$ cat src/uart_pkg.sv
package uart_pkg;

   // Character layout.
   localparam int DATA_BITS     = 8;
   localparam int CHARS_PER_CMD = 2; // High byte goes out first.

   // Transmit sequence, one pass per character.
   typedef enum logic [2:0] {
      idle,
      start_bit,
      data_bits,
      parity_bit,
      stop_bit
   } tx_state_e;

   // The receiver walks the same fields on its own.
   typedef enum logic [2:0] {
      rx_idle,
      rx_start,
      rx_data,
      rx_parity,
      rx_stop
   } rx_state_e;

   // One received character.
   typedef struct packed {
      logic [DATA_BITS-1:0] data;
      logic                 parity_err; // Set when data plus parity has an even ones count.
   } uart_char_t;

endpackage

$ cat src/uart_bit_timer.sv
`timescale 1ns/1ps

module uart_bit_timer #(
   parameter int clks_per_bit = 8
) (
   input  logic clk,
   input  logic rst_n,
   input  logic restart,
   output logic bit_tick,
   output logic mid_tick
);

   localparam int CW = (clks_per_bit > 2) ? $clog2(clks_per_bit) : 1;

   logic [CW-1:0] cnt;

   always_ff @(posedge clk or negedge rst_n) begin
      if (!rst_n) begin
         cnt <= '0;
      end else if (restart || cnt == CW'(clks_per_bit - 1)) begin
         cnt <= '0;
      end else begin
         cnt <= cnt + CW'(1);
      end
   end

   // Ticks are masked in the restart cycle.
   assign bit_tick = !restart && (cnt == CW'(clks_per_bit - 1));
   assign mid_tick = !restart && (cnt == CW'(clks_per_bit / 2 - 1));

endmodule

$ cat src/uart_tx_fsm.sv
`timescale 1ns/1ps

module uart_tx_fsm import uart_pkg::*; (
   input  logic      clk,
   input  logic      rst_n,
   input  logic      cmd_vld,
   input  logic      bit_tick,
   output logic      cmd_rdy,
   output logic      load,
   output logic      tx_restart,
   output tx_state_e state,
   output logic [2:0] bit_idx,
   output logic      byte_sel
);

   logic accept;

   assign cmd_rdy = (state == idle);
   assign accept  = cmd_vld && cmd_rdy;

   // Shifter captures and the timer restarts on the accepting edge.
   assign load       = accept;
   assign tx_restart = accept;

   always_ff @(posedge clk or negedge rst_n) begin
      if (!rst_n) begin
         state    <= idle;
         bit_idx  <= '0;
         byte_sel <= 1'b0;
      end else begin
         case (state)
            idle: begin
               if (accept) begin
                  state    <= start_bit;
                  bit_idx  <= '0;
                  byte_sel <= 1'b1; // High byte first.
               end
            end
            start_bit: begin
               if (bit_tick) begin
                  state <= data_bits;
               end
            end
            data_bits: begin
               if (bit_tick) begin
                  if (bit_idx == 3'(DATA_BITS - 1)) begin
                     state   <= parity_bit;
                     bit_idx <= '0;
                  end else begin
                     bit_idx <= bit_idx + 3'd1;
                  end
               end
            end
            parity_bit: begin
               if (bit_tick) begin
                  state <= stop_bit;
               end
            end
            stop_bit: begin
               if (bit_tick) begin
                  if (byte_sel) begin
                     // Second character follows without a gap.
                     byte_sel <= 1'b0;
                     state    <= start_bit;
                  end else begin
                     state <= idle;
                  end
               end
            end
            default: begin
               state <= idle;
            end
         endcase
      end
   end

endmodule

$ cat src/uart_tx_shifter.sv
`timescale 1ns/1ps

module uart_tx_shifter import uart_pkg::*; (
   input  logic                                clk,
   input  logic                                rst_n,
   input  logic [CHARS_PER_CMD*DATA_BITS-1:0]  cmd_in,
   input  logic                                load,
   input  tx_state_e                           state,
   input  logic [2:0]                          bit_idx,
   input  logic                                byte_sel,
   output logic                                tx
);

   logic [CHARS_PER_CMD*DATA_BITS-1:0] cmd_q;
   logic [CHARS_PER_CMD-1:0]           par_q;
   logic [DATA_BITS-1:0]               cur_byte;

   // Command and its odd parity bits stay for the whole frame.
   always_ff @(posedge clk) begin
      if (load) begin
         cmd_q <= cmd_in;
         for (int i = 0; i < CHARS_PER_CMD; i++) begin
            par_q[i] <= ~^cmd_in[i*DATA_BITS +: DATA_BITS];
         end
      end
   end

   assign cur_byte = cmd_q[DATA_BITS*int'(byte_sel) +: DATA_BITS];

   // Line lags the state machine by one cycle.
   always_ff @(posedge clk or negedge rst_n) begin
      if (!rst_n) begin
         tx <= 1'b1;
      end else begin
         case (state)
            start_bit:  tx <= 1'b0;
            data_bits:  tx <= cur_byte[bit_idx]; // LSB first.
            parity_bit: tx <= par_q[byte_sel];
            default:    tx <= 1'b1; // Stop and idle.
         endcase
      end
   end

endmodule

$ cat src/uart_rx_sampler.sv
`timescale 1ns/1ps

module uart_rx_sampler import uart_pkg::*; (
   input  logic       clk,
   input  logic       rst_n,
   input  logic       rx,
   input  logic       mid_tick,
   output logic       rx_restart,
   output uart_char_t rx_char,
   output logic       read_rdy
);

   rx_state_e            rx_state;
   logic                 rx_s1;
   logic                 rx_s2;
   logic                 rx_prev;
   logic [2:0]           bit_cnt;
   logic [DATA_BITS-1:0] rx_shift;
   logic                 rx_par;

   // Two-flop synchronizer plus one more stage for edge detection.
   always_ff @(posedge clk or negedge rst_n) begin
      if (!rst_n) begin
         rx_s1   <= 1'b1;
         rx_s2   <= 1'b1;
         rx_prev <= 1'b1;
      end else begin
         rx_s1   <= rx;
         rx_s2   <= rx_s1;
         rx_prev <= rx_s2;
      end
   end

   assign rx_restart = (rx_state == rx_idle) && rx_prev && !rx_s2;

   always_ff @(posedge clk or negedge rst_n) begin
      if (!rst_n) begin
         rx_state <= rx_idle;
         bit_cnt  <= '0;
         read_rdy <= 1'b0;
      end else begin
         read_rdy <= 1'b0;
         case (rx_state)
            rx_idle: begin
               if (rx_restart) begin
                  rx_state <= rx_start;
               end
            end
            rx_start: begin
               if (mid_tick) begin
                  // Glitch if the line is already high again.
                  rx_state <= rx_s2 ? rx_idle : rx_data;
                  bit_cnt  <= '0;
               end
            end
            rx_data: begin
               if (mid_tick) begin
                  bit_cnt <= bit_cnt + 3'd1;
                  if (bit_cnt == 3'(DATA_BITS - 1)) begin
                     rx_state <= rx_parity;
                  end
               end
            end
            rx_parity: begin
               if (mid_tick) begin
                  rx_state <= rx_stop;
               end
            end
            rx_stop: begin
               if (mid_tick) begin
                  read_rdy <= 1'b1; // Delivered even with a low stop bit.
                  rx_state <= rx_idle;
               end
            end
            default: begin
               rx_state <= rx_idle;
            end
         endcase
      end
   end

   // Payload path.
   always_ff @(posedge clk) begin
      if (mid_tick) begin
         if (rx_state == rx_data) begin
            rx_shift <= {rx_s2, rx_shift[DATA_BITS-1:1]};
         end
         if (rx_state == rx_parity) begin
            rx_par <= rx_s2;
         end
         if (rx_state == rx_stop) begin
            rx_char.data       <= rx_shift;
            rx_char.parity_err <= ~^{rx_shift, rx_par};
         end
      end
   end

endmodule

$ cat src/uart_top.sv
`timescale 1ns/1ps

module uart_top import uart_pkg::*; #(
   parameter int clks_per_bit = 8
) (
   input  logic                               clk,
   input  logic                               rst_n,
   input  logic [CHARS_PER_CMD*DATA_BITS-1:0] cmd_in,
   input  logic                               cmd_vld,
   output logic                               cmd_rdy,
   input  logic                               rx,
   output logic                               tx,
   output uart_char_t                         rx_char,
   output logic                               read_rdy
);

   tx_state_e  state;
   logic [2:0] bit_idx;
   logic       byte_sel;
   logic       load;
   logic       tx_restart;
   logic       tx_bit_tick;
   logic       rx_restart;
   logic       rx_mid_tick;

   uart_tx_fsm i_tx_fsm (
      .clk        (clk),
      .rst_n      (rst_n),
      .cmd_vld    (cmd_vld),
      .bit_tick   (tx_bit_tick),
      .cmd_rdy    (cmd_rdy),
      .load       (load),
      .tx_restart (tx_restart),
      .state      (state),
      .bit_idx    (bit_idx),
      .byte_sel   (byte_sel)
   );

   uart_bit_timer #(.clks_per_bit(clks_per_bit)) i_tx_timer (
      .clk      (clk),
      .rst_n    (rst_n),
      .restart  (tx_restart),
      .bit_tick (tx_bit_tick),
      .mid_tick ()
   );

   uart_tx_shifter i_tx_shifter (
      .clk      (clk),
      .rst_n    (rst_n),
      .cmd_in   (cmd_in),
      .load     (load),
      .state    (state),
      .bit_idx  (bit_idx),
      .byte_sel (byte_sel),
      .tx       (tx)
   );

   // Receive side runs on its own timer.
   uart_bit_timer #(.clks_per_bit(clks_per_bit)) i_rx_timer (
      .clk      (clk),
      .rst_n    (rst_n),
      .restart  (rx_restart),
      .bit_tick (),
      .mid_tick (rx_mid_tick)
   );

   uart_rx_sampler i_rx_sampler (
      .clk        (clk),
      .rst_n      (rst_n),
      .rx         (rx),
      .mid_tick   (rx_mid_tick),
      .rx_restart (rx_restart),
      .rx_char    (rx_char),
      .read_rdy   (read_rdy)
   );

endmodule

$ cat config.mk
export PLATFORM = sky130hd
export DESIGN_NAME = uart_top
export DESIGN_NICKNAME = d
export VERILOG_FILES = /design/src/uart_pkg.sv /design/src/uart_bit_timer.sv /design/src/uart_tx_fsm.sv /design/src/uart_tx_shifter.sv /design/src/uart_rx_sampler.sv /design/src/uart_top.sv
export SDC_FILE = /design/constraint.sdc
export NUM_CORES = 1
export LEC_CHECK = 0
export BUFFER_PORTS_ARGS = -buffer_cell sky130_fd_sc_hd__buf_2
export CORE_ASPECT_RATIO = 0.9
export CORE_MARGIN = 1
export CORE_UTILIZATION = 51
export DETAILED_ROUTE_END_ITERATION = 7
export PLACE_DENSITY_LB_ADDON = 0.25
export SLEW_MARGIN = 20
export SYNTH_ARGS = -nofsm -noshare
export SYNTH_HDL_FRONTEND = slang
export SYNTH_SLANG_ARGS = --single-unit
$ cat constraint.sdc
create_clock -name clk -period 1.66 [get_ports clk]
set_input_delay 0.332 -clock clk [delete_from_list [all_inputs] [get_ports clk]]
set_output_delay 0.332 -clock clk [all_outputs]
set_load 0.02 [all_outputs]
==> results.sh, run 1 <==
export IMPL_outcome="completed"
export IMPL_final_layout_size_suffix_gt1_frac=0.276
export IMPL_swShare=0.272
export IMPL_routed_wl_um=4050
export IMPL_grt_max_degree=25
export IMPL_design_area_um2=3090
export IMPL_vias=1512
export IMPL_p_int_mw=3.34
export IMPL_worstPathArrival_ps=1540
export IMPL_syn_nets=211
export IMPL_yosysTopAreaCell="edfxtp_1"
export IMPL_synth_seq_area_share=0.659
export IMPL_layout_nets=256
export IMPL_period_share=0.912
export IMPL_clkTransAtPathRegs_ps=60
export IMPL_max_clock_freq_mhz=661
export IMPL_cp_max_fo=8
export IMPL_synthCells=182
export IMPL_timing_max_slew_rel_slack=0.653
export IMPL_start_util=0.530
export IMPL_fillers=346
export IMPL_cts_inserted_buffers=9
export IMPL_crit_type="register to register"
export IMPL_fin_tns_setup_ps=0
export IMPL_seq_power_share=0.447
export IMPL_antenna_cells=0
export IMPL_finalMaxSlewViolations=0
export IMPL_synthTopCellsByCount="36 x edfxtp_1, 21 x xnor2_1, 20 x dfrtp_1, 19 x nand2_1, 10 x nor2_1"
export IMPL_fin_skew_ps=4.98
export IMPL_period_minus_slack_ps=1510
export IMPL_holdPathStages=1
export IMPL_power_frac_comb=0.220
export IMPL_wl_per_cell_um=13.6
export IMPL_cts_sinks=60
export IMPL_portBuffers=31
export IMPL_cts_root_buf="clkbuf_8"
export IMPL_row_count=24
export IMPL_drc=0
export IMPL_synth_seq_cells=60
export IMPL_vdd_ir_drop_max_uv=854
export IMPL_grt_overflow_total=0
export IMPL_clk_latency_ps=330
export IMPL_cts_tree="built"
export IMPL_power_total_mw=4.59
export IMPL_grt_pass1_vias=1533
export IMPL_post_dp_cell_area_um2=2840
export IMPL_areaGrowthSynthToFinish_pct=20.8
export IMPL_first_iter_violations=78
export IMPL_finalSetupViolCount=0
export IMPL_firstDrtPassIters=2
export IMPL_power_density_nw_per_um2=1480
export IMPL_die_area_um2=5310
export IMPL_async_flop_share=0.400
export IMPL_yosysMostFrequentCell="edfxtp_1"
export IMPL_core_um2=4830
export IMPL_cap_violations=0
export IMPL_grt_pass1_wl_um=6730
export IMPL_synth_edff_count=36
export IMPL_clock_tree_buffer_depth=2
export IMPL_clkPwrFrac=0.333
export IMPL_grt_setup_unrepaired="false"
export IMPL_viasPerCell=5.09
export IMPL_place_congestion=0.791
export IMPL_final_hold_viol_count=0
export IMPL_antenna_found_initial=0
export IMPL_worst_pin_slew_ps=521
export IMPL_crit_path_end_kind="register"
export IMPL_htreeDepth=3
export IMPL_yosys_top_cells_area="edfxtp_1 42%, dfrtp_1 20%, xnor2_1 7.2%, ha_1 4.4%, dfstp_2 4.1%"
export IMPL_die_h_um=69.2
export IMPL_synth_top_area_share=0.422
export IMPL_synth_flop_cell="edfxtp_1"
export IMPL_syn_cell_area_um2=2560
export IMPL_power_switching_mw=1.25
export IMPL_hold_path_class="input port to register"
export IMPL_p_leak_nw=1.22
export IMPL_ios=32
export IMPL_synth_cell_type_count=36
export IMPL_grt_usage=0.173
export IMPL_worst_r2r_path_depth=4
export IMPL_dp_hpwl_um=2930
export IMPL_dieWidth_um=76.7
export IMPL_worstPathRequired_ps=1690
export IMPL_synth_warnings=0
export IMPL_startpoint_type="register"
export IMPL_antenna_left=0
export IMPL_synth_area_per_cell_um2=14.1
==> path summary, 6_finish.rpt <==
path,end,start,slack (ps)
hold / removal,i_rx_sampler.rx_s1$_DFF_PN1_,rx,90
setup / recovery,i_rx_sampler.rx_shift[4]$_DFFE_PP_,i_rx_timer.cnt[0]$_DFF_PN0_,150
setup reg to reg,i_rx_sampler.rx_shift[4]$_DFFE_PP_,i_rx_timer.cnt[0]$_DFF_PN0_,150
min in group asynchronous,i_tx_fsm.state[2]$_DFFE_PN0P_,rst_n,510
hold reg to reg,i_rx_sampler.rx_s2$_DFF_PN1_,i_rx_sampler.rx_s1$_DFF_PN1_,360
max in group asynchronous,i_tx_fsm.byte_sel$_DFFE_PN0P_,rst_n,780
==> metal layers <==
layer	wire length (um)	track usage	vias up
met5	0	0	-
met4	48	0.0769	0
met3	177	0.0789	4
met2	1990	0.272	36
met1	1830	0.205	725
li1	-	-	747
==> per-stage QoR <==
step / hold slack, ps / utilization / instances / setup WS, ps
floorplan: 36.4 / - / 182 / 63.9
global placement: 334 / 0.587 / 280 / 59.2
detailed placement: 343 / 0.587 / 280 / -1.05
CTS: 74.4 / 0.638 / 297 / 57.0
global route: 68.1 / 0.639 / 297 / 36.4
finish: 94.6 / 0.639 / 297 / 146
==> cell type report <==
type / count / area [um2] / area share
inverter: 4 / 18.8 / 0.00607
timing repair buffer: 39 / 230 / 0.0745
tap: 65 / 81.3 / 0.0263
multi-input combinational: 113 / 841 / 0.272
clock buffer: 11 / 131 / 0.0425
sequential: 60 / 1690 / 0.546
clock inverter: 5 / 101 / 0.0328
==> critical path, cell delays in order (launching register included) <==
cell	delay, ps
dfrtp_1	350
ha_1	170
ha_1	170
nor2b_4	200
and3b_2	310
==> placed cells by master (no fill, tap or decap), drive strengths merged, types with 4 or more instances in the layout <==
cell type,n
dfrtp,20
nor2b,4
nor2,10
ha,9
buf,38
xnor2,21
nor3,4
nand2,19
clkbuf,11
dfstp,4
o21ai,8
mux4,4
edfxtp,36
==> power groups by stage <==
stage	clock, mW	combinational [mW]	sequential (mW)
after floorplan	0	0.700	2.04
after global placement	0	0.923	2.06
after detailed placement	0	1.00	2.08
after CTS	1.58	1.01	2.05
after global routing	1.63	1.15	2.09
final	1.53	1.01	2.05
==> registers in the layout, summed over array words and instances (netlist names), 2 cells and up <==
signal,flops
i_tx_shifter.par_q,2
i_rx_sampler.rx_state,3
i_tx_fsm.state,3
i_rx_sampler.rx_char,9
i_rx_timer.cnt,3
i_tx_timer.cnt,3
i_rx_sampler.bit_cnt,3
i_rx_sampler.rx_shift,8
i_tx_fsm.bit_idx,3
i_tx_shifter.cmd_q,16
==> what timing repair did <==
item / 4_1_cts / 5_1_grt
endpoints found under the hold margin: 20 / 0
gates resized for setup: 1 / 3
endpoints found under the setup margin: 4 / 18
setup buffers: 0 / 0
pin swaps: 0 / 1
hold buffers: 1 / 0
==> kinds of logic after synthesis <==
family,count (synthesis),share of synthesized area
buffers and inverters,9,0.0166
AOI/OAI and AO/OA,22,0.0538
DFF,60,0.659
muxes,6,0.0450
xor gates and xnor gates,23,0.0787
adders and majority gates,9,0.0440
and+or+nand+nor,53,0.103
Power figures use the tool's default switching activity.
==> inputs of run 2 (changes only) <==
--- a/config.mk
+++ b/config.mk
@@ -8,7 +8,7 @@
 export BUFFER_PORTS_ARGS = -buffer_cell sky130_fd_sc_hd__buf_2
 export CORE_ASPECT_RATIO = 0.9
 export CORE_MARGIN = 1
-export CORE_UTILIZATION = 51
+export CORE_UTILIZATION = 38
 export DETAILED_ROUTE_END_ITERATION = 7
 export PLACE_DENSITY_LB_ADDON = 0.25
 export SLEW_MARGIN = 20
==> results.sh, run 2 (synthesis results as in run 1) <==
export IMPL_crit_path_end_kind="primary output"
export IMPL_post_dp_cell_area_um2=2900
export IMPL_design_area_um2=3160
export IMPL_cts_sinks=60
export IMPL_power_density_nw_per_um2=1500
export IMPL_place_congestion=0.744
export IMPL_startpoint_type="register"
export IMPL_period_minus_slack_ps=1560
export IMPL_reg2reg_slack_ps=120
export IMPL_dp_hpwl_um=2950
export IMPL_finalMaxSlewViolations=0
export IMPL_finalSetupViolCount=0
export IMPL_grt_overflow_total=0
export IMPL_wl_per_cell_um=12.9
export IMPL_clock_tree_buffer_depth=2
export IMPL_grt_pass1_wl_um=7080
export IMPL_final_hold_viol_count=6
export IMPL_worst_r2r_path_depth=4
export IMPL_worstPathArrival_ps=1230
export IMPL_hold_buffers=0
export IMPL_dieWidth_um=88.5
export IMPL_htreeDepth=3
export IMPL_grt_setup_unrepaired="false"
export IMPL_final_layout_size_suffix_gt1_frac=0.278
export IMPL_violations="hold timing"
export IMPL_hold_path_class="input port to asynchronous set/reset pin"
export IMPL_regMostFlops="i_tx_shifter.cmd_q"
export IMPL_pre_cts_slack_ps=56.3
export IMPL_p_leak_nw=1.25
export IMPL_setup_ws_ps=96.5
export IMPL_clkTransAtPathRegs_ps=70
export IMPL_worstPathRequired_ps=1330
export IMPL_period_share=0.942
export IMPL_final_util=0.501
export IMPL_fin_cells=321
export IMPL_antenna_cells=0
export IMPL_layout_nets=258
export IMPL_row_count=27
export IMPL_start_util=0.405
export IMPL_reg_largest_list="i_tx_shifter.cmd_q: 16 flops, i_rx_sampler.rx_char: 9 flops, i_rx_sampler.rx_shift: 8 flops"
export IMPL_timing_max_slew_rel_slack=0.627
export IMPL_antenna_found_initial=0
export IMPL_viasPerCell=4.60
export IMPL_post_cts_buffers=0
export IMPL_clk_latency_ps=320
export IMPL_crit_type="register to primary output"
export IMPL_first_iter_violations=91
export IMPL_grt_usage=0.138
export IMPL_ios=32
export IMPL_antenna_left=0
export IMPL_cts_inserted_buffers=9
export IMPL_grt_pass1_vias=1400
export IMPL_core_um2=6320
export IMPL_power_total_mw=4.75
export IMPL_largest_register_ffs=16
export IMPL_hold_ws_ps=-5.51
export IMPL_outcome="finished, violations left"
export IMPL_cap_violations=0
export IMPL_dp_cells=305
export IMPL_areaGrowthSynthToFinish_pct=23.6
export IMPL_worst_pin_slew_ps=559
export IMPL_final_common_cell="edfxtp_1"
export IMPL_r2r_start="i_rx_timer.cnt[0]$_DFF_PN0_"
export IMPL_drc=0
export IMPL_cp_max_fo=8
export IMPL_cts_tree="built"
export IMPL_firstDrtPassIters=4
export IMPL_die_area_um2=7070
export IMPL_max_clock_freq_mhz=640
export IMPL_die_h_um=79.9
export IMPL_grt_max_degree=25
export IMPL_r2r_end="i_rx_sampler.rx_shift[4]$_DFFE_PP_"
export IMPL_fin_skew_ps=4.96
export IMPL_vdd_ir_drop_max_uv=869
export IMPL_final_cell_mix="36 x edfxtp_1, 31 x buf_2, 21 x xnor2_1"
export IMPL_vias=1478
export IMPL_cts_root_buf="clkbuf_8"
export IMPL_portBuffers=31
export IMPL_fin_tns_setup_ps=0
export IMPL_routed_wl_um=4140
run 2: where the power goes:
| part | switching [mW] | internal (mW) | leakage [nW] |
|---|---|---|---|
| Combinational | 0.523 | 0.503 | 0.512 |
| Sequential | 0.167 | 1.87 | 0.611 |
| Clock | 0.543 | 1.15 | 0.125 |
run 2: repair_timing:
item / CTS / global route
gates resized for setup: 0 / 2
endpoints found under the setup margin: 0 / 9
endpoints found under the hold margin: 0 / 0
run 2: final cells by class:
cell class                 count  area, um2
fill                         536       3150
sequential                    60       1690
multi-input combinational    113        840
timing repair buffer          41        255
clock buffer                  11        131
clock inverter                 5        124
tap                           87        109
inverter                       4       18.8
run 2: critical path, cell delays in order, from the launching register on:
cell	delay, ps
dfrtp_1	390
buf_4	170
nor3_1	150
buf_2	200
run 2: layer usage:
metal	global-route usage	vias to the layer above	routed length (um)
met4	0.0677	0	38
met3	0.0383	4	162
met2	0.183	33	1730
met1	0.205	690	2210
met5	0	-	0
li1	-	751	-
run 2: worst max path at each step:
stage | start | slack [ps] | cells past startpoint | endpoint
3_3_place_gp | i_rx_timer.cnt[0]$_DFF_PN0_ | 110 | 4 | i_rx_sampler.rx_shift[4]$_DFFE_PP_
2_1_floorplan | i_rx_timer.cnt[0]$_DFF_PN0_ | 60 | 4 | i_rx_sampler.rx_shift[0]$_DFFE_PP_
5_1_grt | i_rx_timer.cnt[0]$_DFF_PN0_ | 6 | 4 | i_rx_sampler.rx_shift[6]$_DFFE_PP_
6_report | i_tx_fsm.state[2]$_DFFE_PN0P_ | 100 | 3 | cmd_rdy
3_5_place_dp | i_rx_timer.cnt[0]$_DFF_PN0_ | 60 | 4 | i_rx_sampler.rx_shift[4]$_DFFE_PP_
4_1_cts | i_rx_timer.cnt[0]$_DFF_PN0_ | 40 | 4 | i_rx_sampler.rx_shift[4]$_DFFE_PP_
==> inputs of run 3 (changes only) <==
--- a/config.mk
+++ b/config.mk
@@ -6,7 +6,6 @@
 export NUM_CORES = 1
 export LEC_CHECK = 0
 export BUFFER_PORTS_ARGS = -buffer_cell sky130_fd_sc_hd__buf_2
-export CORE_ASPECT_RATIO = 0.9
 export CORE_MARGIN = 1
 export CORE_UTILIZATION = 38
 export DETAILED_ROUTE_END_ITERATION = 7
==> results.sh, run 3 (synthesis results as in run 1) <==
export IMPL_outcome="finished, violations left"
export IMPL_period_minus_slack_ps=1570
export IMPL_seq_power_share=0.499
export IMPL_die_area_um2=7070
export IMPL_fin_skew_ps=7.80
export IMPL_antenna_left=0
export IMPL_startpoint_type="register"
export IMPL_first_iter_violations=108
export IMPL_power_density_nw_per_um2=1350
export IMPL_worstPathArrival_ps=1240
export IMPL_cap_violations=0
export IMPL_grt_overflow_total=0
export IMPL_areaGrowthSynthToFinish_pct=19.0
export IMPL_grt_max_degree=25
export IMPL_ctsResizeCount=0
export IMPL_power_switching_mw=1.23
export IMPL_viasPerCell=4.89
export IMPL_p_leak_nw=1.21
export IMPL_regMostFlops="i_tx_shifter.cmd_q"
export IMPL_cp_max_fo=7
export IMPL_fin_tns_setup_ps=0
export IMPL_crit_path_end_kind="primary output"
export IMPL_antenna_cells=0
export IMPL_worstPathRequired_ps=1330
export IMPL_swShare=0.301
export IMPL_cts_tree="built"
export IMPL_grt_usage=0.136
export IMPL_final_common_cell="edfxtp_1"
export IMPL_finalSetupViolCount=0
export IMPL_clk_latency_ps=340
export IMPL_cts_sinks=60
export IMPL_clock_tree_buffer_depth=2
export IMPL_violations="DRC"
export IMPL_post_dp_cell_area_um2=2880
export IMPL_layout_nets=259
export IMPL_cts_inserted_buffers=9
export IMPL_power_frac_comb=0.239
export IMPL_wl_per_cell_um=13.4
export IMPL_final_layout_size_suffix_gt1_frac=0.277
export IMPL_grt_pass1_wl_um=7000
export IMPL_antenna_found_initial=0
export IMPL_hold_ws_ps=93.4
export IMPL_dieWidth_um=84.1
export IMPL_reg_largest_list="i_tx_shifter.cmd_q: 16 flops, i_rx_sampler.rx_char: 9 flops, i_rx_sampler.rx_shift: 8 flops"
export IMPL_power_total_mw=4.10
export IMPL_start_util=0.399
export IMPL_place_congestion=0.754
export IMPL_worst_pin_slew_ps=558
export IMPL_fillers=549
export IMPL_crit_path_top_delay_cell="dfrtp_1"
export IMPL_path_cells="nor3_1, buf_2"
export IMPL_fin_cells=312
export IMPL_reg2reg_slack_ps=120
export IMPL_core_um2=6420
export IMPL_vias=1527
export IMPL_clkTransAtPathRegs_ps=60
export IMPL_crit_type="register to primary output"
export IMPL_vdd_ir_drop_max_uv=511
export IMPL_final_hold_viol_count=0
export IMPL_timing_max_slew_rel_slack=0.628
export IMPL_finalMaxSlewViolations=0
export IMPL_hold_buffers=1
export IMPL_routed_wl_um=4170
export IMPL_grt_pass1_vias=1470
export IMPL_drc=8
export IMPL_crit_path_max_incr_delay_ps=440
export IMPL_cts_root_buf="clkbuf_8"
export IMPL_portBuffers=31
export IMPL_hold_path_class="input port to register"
export IMPL_period_share=0.947
export IMPL_largest_register_ffs=16
export IMPL_p_int_mw=2.87
export IMPL_die_h_um=84.1
export IMPL_ios=32
export IMPL_max_clock_freq_mhz=636
export IMPL_dp_cells=295
export IMPL_firstDrtPassIters=8
export IMPL_dp_hpwl_um=2940
export IMPL_clkPwrFrac=0.262
export IMPL_htreeDepth=3
export IMPL_design_area_um2=3050
export IMPL_final_cell_mix="36 x edfxtp_1, 31 x buf_2, 21 x xnor2_1"
export IMPL_grt_setup_unrepaired="false"
export IMPL_row_count=29
export IMPL_post_cts_buffers=0
## run 3: cell count changes in the layout (fill, tap and decap cells not counted)
cell,change
nor2b_4,-1
clkinvlp_4,+1
buf_12,-1
buf_4,+1
dlygate4sd3_1,+1
nor2b_1,+1
clkinv_2,+4
bufinv_16,-4
clkbuf_1,-1
## run 3: metrics by stage
step / setup WS [ps] / util
floorplan: 63.9 / -
global placement: 143 / 0.448
detailed placement: 107 / 0.448
CTS: 24.5 / 0.474
global route: 8.44 / 0.474
finish: 88.7 / 0.474
## run 3: final cells by class
type	count	area (um2)	share of cell area
clock buffers	10	128	0.0419
clock inverters	6	31.3	0.0103
flip-flops and latches	60	1690	0.554
repair buffers	42	253	0.0830
multi-input cells	113	832	0.273
well taps	77	96.3	0.0316
inverters	4	18.8	0.00616
## run 3: power groups by stage
| stage | Combinational, mW | Clock [mW] | Sequential, mW |
|---|---|---|---|
| final | 0.980 | 1.07 | 2.05 |
| after global placement | 0.965 | 0 | 2.07 |
| after detailed placement | 0.985 | 0 | 2.07 |
| after global routing | 1.13 | 1.18 | 2.08 |
| after floorplan | 0.700 | 0 | 2.04 |
| after CTS | 0.995 | 1.11 | 2.05 |
## run 3: worst max-delay path, delay by kind of cell, from the launching register on
| family | cells | cell delay (ps) |
|---|---|---|
| DFF | 1 | 440 |
| buffers and inverters | 1 | 200 |
| and+or+nand+nor | 1 | 250 |
## run 3: worst paths after layout
check	end	from	cells past startpoint
max in group asynchronous	i_rx_sampler.rx_prev$_DFF_PN1_	rst_n	2
min in group asynchronous	i_rx_sampler.bit_cnt[1]$_DFFE_PN0P_	rst_n	2
worst max register to register	i_rx_sampler.rx_shift[5]$_DFFE_PP_	i_rx_timer.cnt[0]$_DFF_PN0_	4
worst min-delay path	i_rx_sampler.rx_s1$_DFF_PN1_	rx	1
worst min register to register	i_rx_sampler.rx_s2$_DFF_PN1_	i_rx_sampler.rx_s1$_DFF_PN1_	0
worst max-delay path	cmd_rdy	i_tx_fsm.state[0]$_DFFE_PN0P_	2
## run 3: metal layers
metal  GRT usage  vias up  routed length, um
met2       0.197       41               1870
met5           0        -                  0
met3      0.0593        9                227
met4      0.0705        0                 74
li1            -      753                  -
met1       0.172      724               2000
